### config.mk
export PLATFORM = sky130hd
export DESIGN_NAME = lcd_controller
export DESIGN_NICKNAME = d
export VERILOG_FILES = /design/src/lcd_pkg.sv /design/src/lcd_controller.sv /design/src/lcd_bus_driver.sv /design/src/lcd_sequencer.sv /design/src/lcd_timer.sv
export SDC_FILE = /design/constraint.sdc
export NUM_CORES = 1
export LEC_CHECK = 0
export BUFFER_PORTS_ARGS = -buffer_cell sky130_fd_sc_hd__buf_2
export CAP_MARGIN = 10
export CORE_MARGIN = 1
export CORE_UTILIZATION = 45
export CTS_BUF_LIST = sky130_fd_sc_hd__clkbuf_2
export DETAILED_ROUTE_END_ITERATION = 6
export GPL_TIMING_DRIVEN = 1
export PLACE_DENSITY = 0.69
export SYNTH_ARGS = -nofsm -noshare
export SYNTH_HDL_FRONTEND = slang
export SYNTH_HIERARCHICAL = 1
export SYNTH_SLANG_ARGS = --single-unit
### constraint.sdc
create_clock -name clk -period 5.08 [get_ports clk]
set_input_delay 0.254 -clock clk [delete_from_list [all_inputs] [get_ports clk]]
set_output_delay 0.254 -clock clk [all_outputs]
set_load 0.03 [all_outputs]
### src/lcd_pkg.sv
`default_nettype none

package lcd_pkg;

	// sequencer phases
	typedef enum logic [2:0] {
		ST_POWER_UP,
		ST_INIT_PULSE,
		ST_INIT_WAIT,
		ST_IDLE,
		ST_WRITE
	} lcd_state_t;

	// what the bus driver puts on the pins
	typedef enum logic [2:0] {
		OP_NONE,
		OP_FUNCTION_SET,
		OP_DISPLAY_CTRL,
		OP_CLEAR,
		OP_ENTRY_MODE,
		OP_WRITE
	} lcd_op_t;

	// panel timing in microseconds
	localparam int T_POWER_UP_US     = 500;
	localparam int T_INIT_PULSE_US   = 10;  // e high per init command
	localparam int T_WAIT_FUNC_US    = 50;
	localparam int T_WAIT_DISP_US    = 50;
	localparam int T_WAIT_CLEAR_US   = 200; // clear is the slow one
	localparam int T_WAIT_ENTRY_US   = 100;

	// write window, all measured from the edge where data appears
	localparam int T_WRITE_SETUP_US  = 1;
	localparam int T_WRITE_HIGH_US   = 13;
	localparam int T_WRITE_WINDOW_US = 50;

endpackage

`default_nettype wire
### src/lcd_controller.sv
`timescale 1ns/100ps
`default_nettype none

module lcd_controller #(
	parameter int CLK_PER_US = 360,
	parameter int TIMER_BITS = 18 // must hold 500 * CLK_PER_US
) (
	input  logic       clk,
	input  logic       reset,
	input  logic [6:0] config_word,
	input  logic       lcd_enable,
	input  logic [9:0] lcd_bus,
	output logic       e,
	output logic       rs,
	output logic       rw,
	output logic [7:0] lcd_data,
	output logic       busy
);

	import lcd_pkg::*;

	logic                  timer_load;
	logic [TIMER_BITS-1:0] timer_value;
	logic                  timer_done;
	lcd_op_t               op;
	logic                  e_level;
	logic                  busy_level;
	logic                  cfg_capture;
	logic                  bus_capture;

	lcd_sequencer #(
		.CLK_PER_US (CLK_PER_US),
		.TIMER_BITS (TIMER_BITS)
	) u_lcd_sequencer (
		.clk         (clk),
		.reset       (reset),
		.lcd_enable  (lcd_enable),
		.timer_done  (timer_done),
		.timer_load  (timer_load),
		.timer_value (timer_value),
		.op          (op),
		.e_level     (e_level),
		.busy_level  (busy_level),
		.cfg_capture (cfg_capture),
		.bus_capture (bus_capture)
	);

	lcd_timer #(
		.TIMER_BITS (TIMER_BITS)
	) u_lcd_timer (
		.clk   (clk),
		.reset (reset),
		.load  (timer_load),
		.value (timer_value),
		.done  (timer_done)
	);

	lcd_bus_driver u_lcd_bus_driver (
		.clk         (clk),
		.reset       (reset),
		.op          (op),
		.e_level     (e_level),
		.busy_level  (busy_level),
		.cfg_capture (cfg_capture),
		.bus_capture (bus_capture),
		.config_word (config_word),
		.lcd_bus     (lcd_bus),
		.e           (e),
		.rs          (rs),
		.rw          (rw),
		.lcd_data    (lcd_data),
		.busy        (busy)
	);

endmodule

`default_nettype wire

### src/lcd_bus_driver.sv
`timescale 1ns/100ps
`default_nettype none

module lcd_bus_driver (
	input  logic             clk,
	input  logic             reset,
	input  lcd_pkg::lcd_op_t op,
	input  logic             e_level,
	input  logic             busy_level,
	input  logic             cfg_capture,
	input  logic             bus_capture,
	input  logic [6:0]       config_word,
	input  logic [9:0]       lcd_bus,
	output logic             e,
	output logic             rs,
	output logic             rw,
	output logic [7:0]       lcd_data,
	output logic             busy
);

	import lcd_pkg::*;

	// config_word: lines, font, display on, cursor, blink, increment, shift
	logic [6:0] cfg;
	logic [9:0] bus_word; // rs, rw, data
	logic [7:0] cmd_byte;

	always_ff @(posedge clk) begin
		if (cfg_capture) begin
			cfg <= config_word;
		end
		if (bus_capture) begin
			bus_word <= lcd_bus;
		end
	end

	always_comb begin
		case (op)
			OP_FUNCTION_SET: cmd_byte = {4'b0011, cfg[6], cfg[5], 2'b00};
			OP_DISPLAY_CTRL: cmd_byte = {5'b00001, cfg[4], cfg[3], cfg[2]};
			OP_CLEAR:        cmd_byte = 8'b0000_0001;
			OP_ENTRY_MODE:   cmd_byte = {6'b000001, cfg[1], cfg[0]};
			default:         cmd_byte = 8'h00;
		endcase
	end

	always_ff @(posedge clk) begin
		if (reset) begin
			e        <= 1'b0;
			rs       <= 1'b0;
			rw       <= 1'b0;
			lcd_data <= 8'h00;
			busy     <= 1'b1;
		end else if (bus_capture) begin // present the word on the accept edge
			e        <= 1'b0;
			rs       <= lcd_bus[9];
			rw       <= lcd_bus[8];
			lcd_data <= lcd_bus[7:0];
			busy     <= 1'b1;
		end else begin
			busy <= busy_level;
			case (op)
				OP_WRITE: begin // held for the whole window
					e        <= e_level;
					rs       <= bus_word[9];
					rw       <= bus_word[8];
					lcd_data <= bus_word[7:0];
				end
				OP_NONE: begin
					e        <= 1'b0;
					rs       <= 1'b0;
					rw       <= 1'b0;
					lcd_data <= 8'h00;
				end
				default: begin // init commands are instruction writes
					e        <= e_level;
					rs       <= 1'b0;
					rw       <= 1'b0;
					lcd_data <= e_level ? cmd_byte : 8'h00;
				end
			endcase
		end
	end

endmodule

`default_nettype wire

### src/lcd_sequencer.sv
`timescale 1ns/100ps
`default_nettype none

module lcd_sequencer #(
	parameter int CLK_PER_US = 360,
	parameter int TIMER_BITS = 18
) (
	input  logic                  clk,
	input  logic                  reset,
	input  logic                  lcd_enable,
	input  logic                  timer_done,
	output logic                  timer_load,
	output logic [TIMER_BITS-1:0] timer_value,
	output lcd_pkg::lcd_op_t      op,
	output logic                  e_level,
	output logic                  busy_level,
	output logic                  cfg_capture,
	output logic                  bus_capture
);

	import lcd_pkg::*;

	// phase lengths in clocks
	// the bus driver adds one register stage, so the phases that start from
	// an external reference are one clock short
	localparam logic [TIMER_BITS-1:0] TK_POWER_UP =
		TIMER_BITS'(T_POWER_UP_US * CLK_PER_US - 1);
	localparam logic [TIMER_BITS-1:0] TK_INIT_PULSE =
		TIMER_BITS'(T_INIT_PULSE_US * CLK_PER_US);
	localparam logic [TIMER_BITS-1:0] TK_WAIT_FUNC = TIMER_BITS'(T_WAIT_FUNC_US * CLK_PER_US);
	localparam logic [TIMER_BITS-1:0] TK_WAIT_DISP = TIMER_BITS'(T_WAIT_DISP_US * CLK_PER_US);
	localparam logic [TIMER_BITS-1:0] TK_WAIT_CLEAR =
		TIMER_BITS'(T_WAIT_CLEAR_US * CLK_PER_US);
	localparam logic [TIMER_BITS-1:0] TK_WAIT_ENTRY =
		TIMER_BITS'(T_WAIT_ENTRY_US * CLK_PER_US);
	localparam logic [TIMER_BITS-1:0] TK_WR_SETUP =
		TIMER_BITS'(T_WRITE_SETUP_US * CLK_PER_US - 1);
	localparam logic [TIMER_BITS-1:0] TK_WR_HIGH = TIMER_BITS'(T_WRITE_HIGH_US * CLK_PER_US);
	localparam logic [TIMER_BITS-1:0] TK_WR_REST =
		TIMER_BITS'((T_WRITE_WINDOW_US - T_WRITE_SETUP_US - T_WRITE_HIGH_US) * CLK_PER_US);

	lcd_state_t state, state_n;
	lcd_op_t    op_n;
	logic       e_n, busy_n;
	logic [1:0] wr_phase, wr_phase_n; // setup, high, rest
	logic       start;                // first cycle out of reset
	logic       ready;                // idle and busy pin already low

	function automatic logic [TIMER_BITS-1:0] wait_ticks(input lcd_op_t cmd);
		case (cmd)
			OP_FUNCTION_SET: wait_ticks = TK_WAIT_FUNC;
			OP_DISPLAY_CTRL: wait_ticks = TK_WAIT_DISP;
			OP_CLEAR:        wait_ticks = TK_WAIT_CLEAR;
			default:         wait_ticks = TK_WAIT_ENTRY;
		endcase
	endfunction

	function automatic lcd_op_t next_cmd(input lcd_op_t cmd);
		case (cmd)
			OP_FUNCTION_SET: next_cmd = OP_DISPLAY_CTRL;
			OP_DISPLAY_CTRL: next_cmd = OP_CLEAR;
			default:         next_cmd = OP_ENTRY_MODE;
		endcase
	endfunction

	always_comb begin
		state_n     = state;
		op_n        = op;
		e_n         = e_level;
		busy_n      = busy_level;
		wr_phase_n  = wr_phase;
		timer_load  = 1'b0;
		timer_value = '0;
		cfg_capture = 1'b0;
		bus_capture = 1'b0;
		case (state)
			ST_POWER_UP: begin
				if (start) begin
					timer_load  = 1'b1;
					timer_value = TK_POWER_UP;
				end else if (timer_done) begin
					cfg_capture = 1'b1; // panel is up, take the config
					state_n     = ST_INIT_PULSE;
					op_n        = OP_FUNCTION_SET;
					e_n         = 1'b1;
					timer_load  = 1'b1;
					timer_value = TK_INIT_PULSE;
				end
			end
			ST_INIT_PULSE: begin
				if (timer_done) begin
					state_n     = ST_INIT_WAIT;
					e_n         = 1'b0;
					timer_load  = 1'b1;
					timer_value = wait_ticks(op);
				end
			end
			ST_INIT_WAIT: begin
				if (timer_done) begin
					if (op == OP_ENTRY_MODE) begin // last command settled
						state_n = ST_IDLE;
						op_n    = OP_NONE;
						busy_n  = 1'b0;
					end else begin
						state_n     = ST_INIT_PULSE;
						op_n        = next_cmd(op);
						e_n         = 1'b1;
						timer_load  = 1'b1;
						timer_value = TK_INIT_PULSE;
					end
				end
			end
			ST_IDLE: begin
				if (ready && lcd_enable) begin
					bus_capture = 1'b1;
					state_n     = ST_WRITE;
					op_n        = OP_WRITE;
					busy_n      = 1'b1;
					e_n         = 1'b0;
					wr_phase_n  = 2'd0;
					timer_load  = 1'b1;
					timer_value = TK_WR_SETUP;
				end
			end
			ST_WRITE: begin
				if (timer_done) begin
					case (wr_phase)
						2'd0: begin // setup over, raise e
							e_n         = 1'b1;
							wr_phase_n  = 2'd1;
							timer_load  = 1'b1;
							timer_value = TK_WR_HIGH;
						end
						2'd1: begin
							e_n         = 1'b0;
							wr_phase_n  = 2'd2;
							timer_load  = 1'b1;
							timer_value = TK_WR_REST;
						end
						default: begin // window closed
							state_n = ST_IDLE;
							op_n    = OP_NONE;
							busy_n  = 1'b0;
						end
					endcase
				end
			end
			default: begin
				state_n = ST_IDLE;
				op_n    = OP_NONE;
				e_n     = 1'b0;
				busy_n  = 1'b0;
			end
		endcase
	end

	always_ff @(posedge clk) begin
		if (reset) begin
			state      <= ST_POWER_UP;
			op         <= OP_NONE;
			e_level    <= 1'b0;
			busy_level <= 1'b1;
			wr_phase   <= 2'd0;
			start      <= 1'b1;
			ready      <= 1'b0;
		end else begin
			state      <= state_n;
			op         <= op_n;
			e_level    <= e_n;
			busy_level <= busy_n;
			wr_phase   <= wr_phase_n;
			start      <= 1'b0;
			ready      <= (state == ST_IDLE) && (state_n == ST_IDLE); // tracks busy pin
		end
	end

endmodule

`default_nettype wire

### src/lcd_timer.sv
`timescale 1ns/100ps
`default_nettype none

// Down-counter for the sequencer phases.
// A load of N raises done in the cycle that ends N clocks after the load edge,
// so the sequencer sees it on exactly that edge. N must be at least 1.
module lcd_timer #(
	parameter int TIMER_BITS = 18
) (
	input  logic                  clk,
	input  logic                  reset,
	input  logic                  load,
	input  logic [TIMER_BITS-1:0] value,
	output logic                  done
);

	logic [TIMER_BITS-1:0] count;
	logic                  active;

	always_ff @(posedge clk) begin
		if (reset) begin
			count  <= '0;
			active <= 1'b0;
		end else if (load) begin // reload restarts the count
			count  <= value;
			active <= (value != '0);
		end else if (active) begin
			count <= count - 1'b1;
			if (count == TIMER_BITS'(1)) begin
				active <= 1'b0; // expired this cycle
			end
		end
	end

	assign done = active && (count == TIMER_BITS'(1)); // one-cycle pulse

endmodule

`default_nettype wire

==> out/metrics.cfg <==
[logic_synthesis]
seq_area_frac_synth_pct=42.8
synth_cell_types=69
syn_area_um2=3200
synth_edf_count=17
synth.avg_cell_area_um2=8.92
synth_ff_type=dfxtp_1
ys_ff_latch=60
synth_warnings=6
synth_cells=359
ys_async_sr_fraction_pct=0
syn_nets=381

[floorplanning]
die_y_um=86.4
die_w_um=86.4
pin_count=32
dieArea_um2=7460
core_area_um2=6830
initial_utilization_pct=46.9
row_count=30

[cells_and_area]
fin_util_pct=53.8
final_cell_mix=43 x dfxtp_1, 31 x buf_2, 28 x a21oi_1
area_delta_synth_final_pct=14.8
drive_gt1_share_pct=16.1
final_common_cell=dfxtp_1
fin_area_um2=3670
final_nets=415
diodes=0
fillers=644

[power_and_ir_drop]
p_leak_nw=1.46
comb_power_share_pct=9.8
p_seq_share_pct=51.4
power_switching_mw=0.243
power_frac_clock_pct=38.8
cellPowerDensity_nw_per_um2=273
p_int_mw=0.760
peakVddDrop_mv=0.142
swShare_pct=24.2
power.total_mw=1.00

[place]
portBuffers=31
dpl-instance-area_um2=3350
hpwl_um=4590
gp_congestion=0.854

[timing]
setup_viol=0
worst_pin_slew_ns=1.16
maxSlewHeadroom_pct=21.7
finClkSkew_ns=0.0403
fmax_ghz=0.319
fin_setup_tns_ns=0
fin_hold_ws_ns=0.112
fin_crit_ns=3.13
hold_viol=0
finalCritPeriodShare_pct=61.6
final_max_slew_viol_count=0
grt_setup_unrepaired=no

[worst_setup_path]
r2r_setup_slack_ns=1.95
worstPathRequired_ns=5.19
end_kind=flop
start_kind=flop
worst-setup-path-type=reg2reg
arrival_ns=3.24
crit_fanout=13

[clocking]
cts_buffers=9
htreeDepth=3
cts.sinks=60
clk_latency_ns=0.51
root_buffer=clkbuf_2
cts_tree=built
post_cts_buffers=0
clk_pin_slew_worst_paths_ns=0.16
clock_path_buffers=2

[detailed_routing]
routed_wl_um=7080
drc_errors=0
routedWlPerCell_um=14.3
vias_per_cell=5.46
vias=2697
dr.pass1.iters=5
drt_iter0_markers=189
drtAntennaViolNets=0

[grt]
grt_max_degree=45
grt_pass1_wl_um=11600
antenna_found_initial=0
grtUsageTotal_pct=20.0
overflow=0
grt_pass1_vias=2510

[worst_hold_path]
hold_class=in2reg

[status]
outcome=complete, no violations

[flow_run]
maxCapViolations=0

sequential cells by signal, summed over array words and instances, names as in the netlist:
name and count:
u_lcd_sequencer/e_level 1, u_lcd_timer/active 1, u_lcd_bus_driver/busy 1, u_lcd_bus_driver/rw 1
u_lcd_sequencer/state 3, u_lcd_bus_driver/lcd_data 8, u_lcd_timer/count 18, u_lcd_bus_driver/cfg 7
u_lcd_bus_driver/e 1, u_lcd_sequencer/op 3, u_lcd_sequencer/wr_phase 2, u_lcd_bus_driver/bus_word 10
u_lcd_sequencer/busy_level 1, u_lcd_bus_driver/rs 1, u_lcd_sequencer/start 1, u_lcd_sequencer/ready 1
critical path: stages, from the launching register on:
cell and delay (ns):
dfxtp_1 0.38, or4_4 0.60, nor2_1 0.32, nand3_1 0.12, nor2_1 0.12, buf_4 0.19
nand2b_1 0.11, nor4_1 0.90
logic make-up (layout without fill, tap and decap cells):
family | Yosys count | in the layout | synth area share, %
AO/OA/AOI/OAI | 95 | 95 | 20.1
XOR/XNOR | 13 | 13 | 3.56
adder cells (fa/ha/maj) | 2 | 2 | 0.781
buffers and inverters | 55 | 94 | 7.66
flip-flops | 60 | 60 | 42.8
multiplexers | 3 | 3 | 0.938
AND/OR/NAND/NOR | 131 | 131 | 24.1
synthesized netlist by cell type, drive strengths merged, types with 5 or more instances:
cell,number,area [µm²]
o21ai,14,70.1
inv,28,105
or4,6,52.6
dfxtp,43,861
nor2,19,71.3
xnor2,6,52.6
a211oi,5,37.5
nand3b,9,67.6
nor2b,9,56.3
nand2b,7,43.8
nor4,9,56.3
a31oi,5,31.3
buf,10,71.3
xor2,7,61.3
nand2,22,82.6
a21oi,28,140
nand3,6,30.0
edfxtp,17,510
o21a,11,82.6
a221oi,6,65.1
or2,6,37.5
clkbuf,17,68.8
nor3b,5,42.5
nor3,12,60.1
power by group through the flow:
stage	clock network, mW	logic [mW]	registers [mW]
after floorplan	0	0.0702	0.522
after global placement	0	0.0857	0.524
after detailed placement	0	0.0876	0.525
after CTS	0.396	0.0983	0.515
after global routing	0.417	0.111	0.517
final	0.389	0.0988	0.515
cell type report:
type | count | area, µm² | share of cell area [%]
clock buffers | 10 | 50.0 | 1.36
clock inverters | 6 | 103 | 2.79
inverters | 28 | 105 | 2.86
multi-input cells | 244 | 1590 | 43.1
flip-flops and latches | 60 | 1370 | 37.3
well taps | 96 | 120 | 3.27
repair buffers | 50 | 340 | 9.26
repair_timing:
item / CTS / global route
hold endpoints to repair: 27 / 0
resized for setup: 0 / 0
hold buffers: 17 / 0
routing by layer:
metal	vias to the layer above	global-route usage (%)	part of all wire, %
met2	73	31.8	46
met4	0	9.55	1.3
met1	1243	25.4	48
li1	1370	-	-
met5	-	0	0
met3	11	5.33	4.6
per-stage QoR:
stage / setup WS [ns] / std cells
6_report: 1.95 / 494
5_1_grt: 1.72 / 494
4_1_cts: 1.93 / 494
3_5_place_dp: 1.99 / 461
3_3_place_gp: 2.06 / 461
2_1_floorplan: 2.18 / 359
path summary, 6_finish.rpt:
| path | depth (start not counted) | from | endpoint |
|---|---|---|---|
| setup / recovery | 7 | u_lcd_timer/count[4] | u_lcd_bus_driver/cfg[0] |
| hold / removal | 3 | lcd_enable | u_lcd_sequencer/ready |
| setup reg to reg | 7 | u_lcd_timer/count[4] | u_lcd_bus_driver/cfg[0] |
| hold reg to reg | 1 | u_lcd_sequencer/busy_level | u_lcd_bus_driver/busy |
Power figures use the tool's default switching activity.
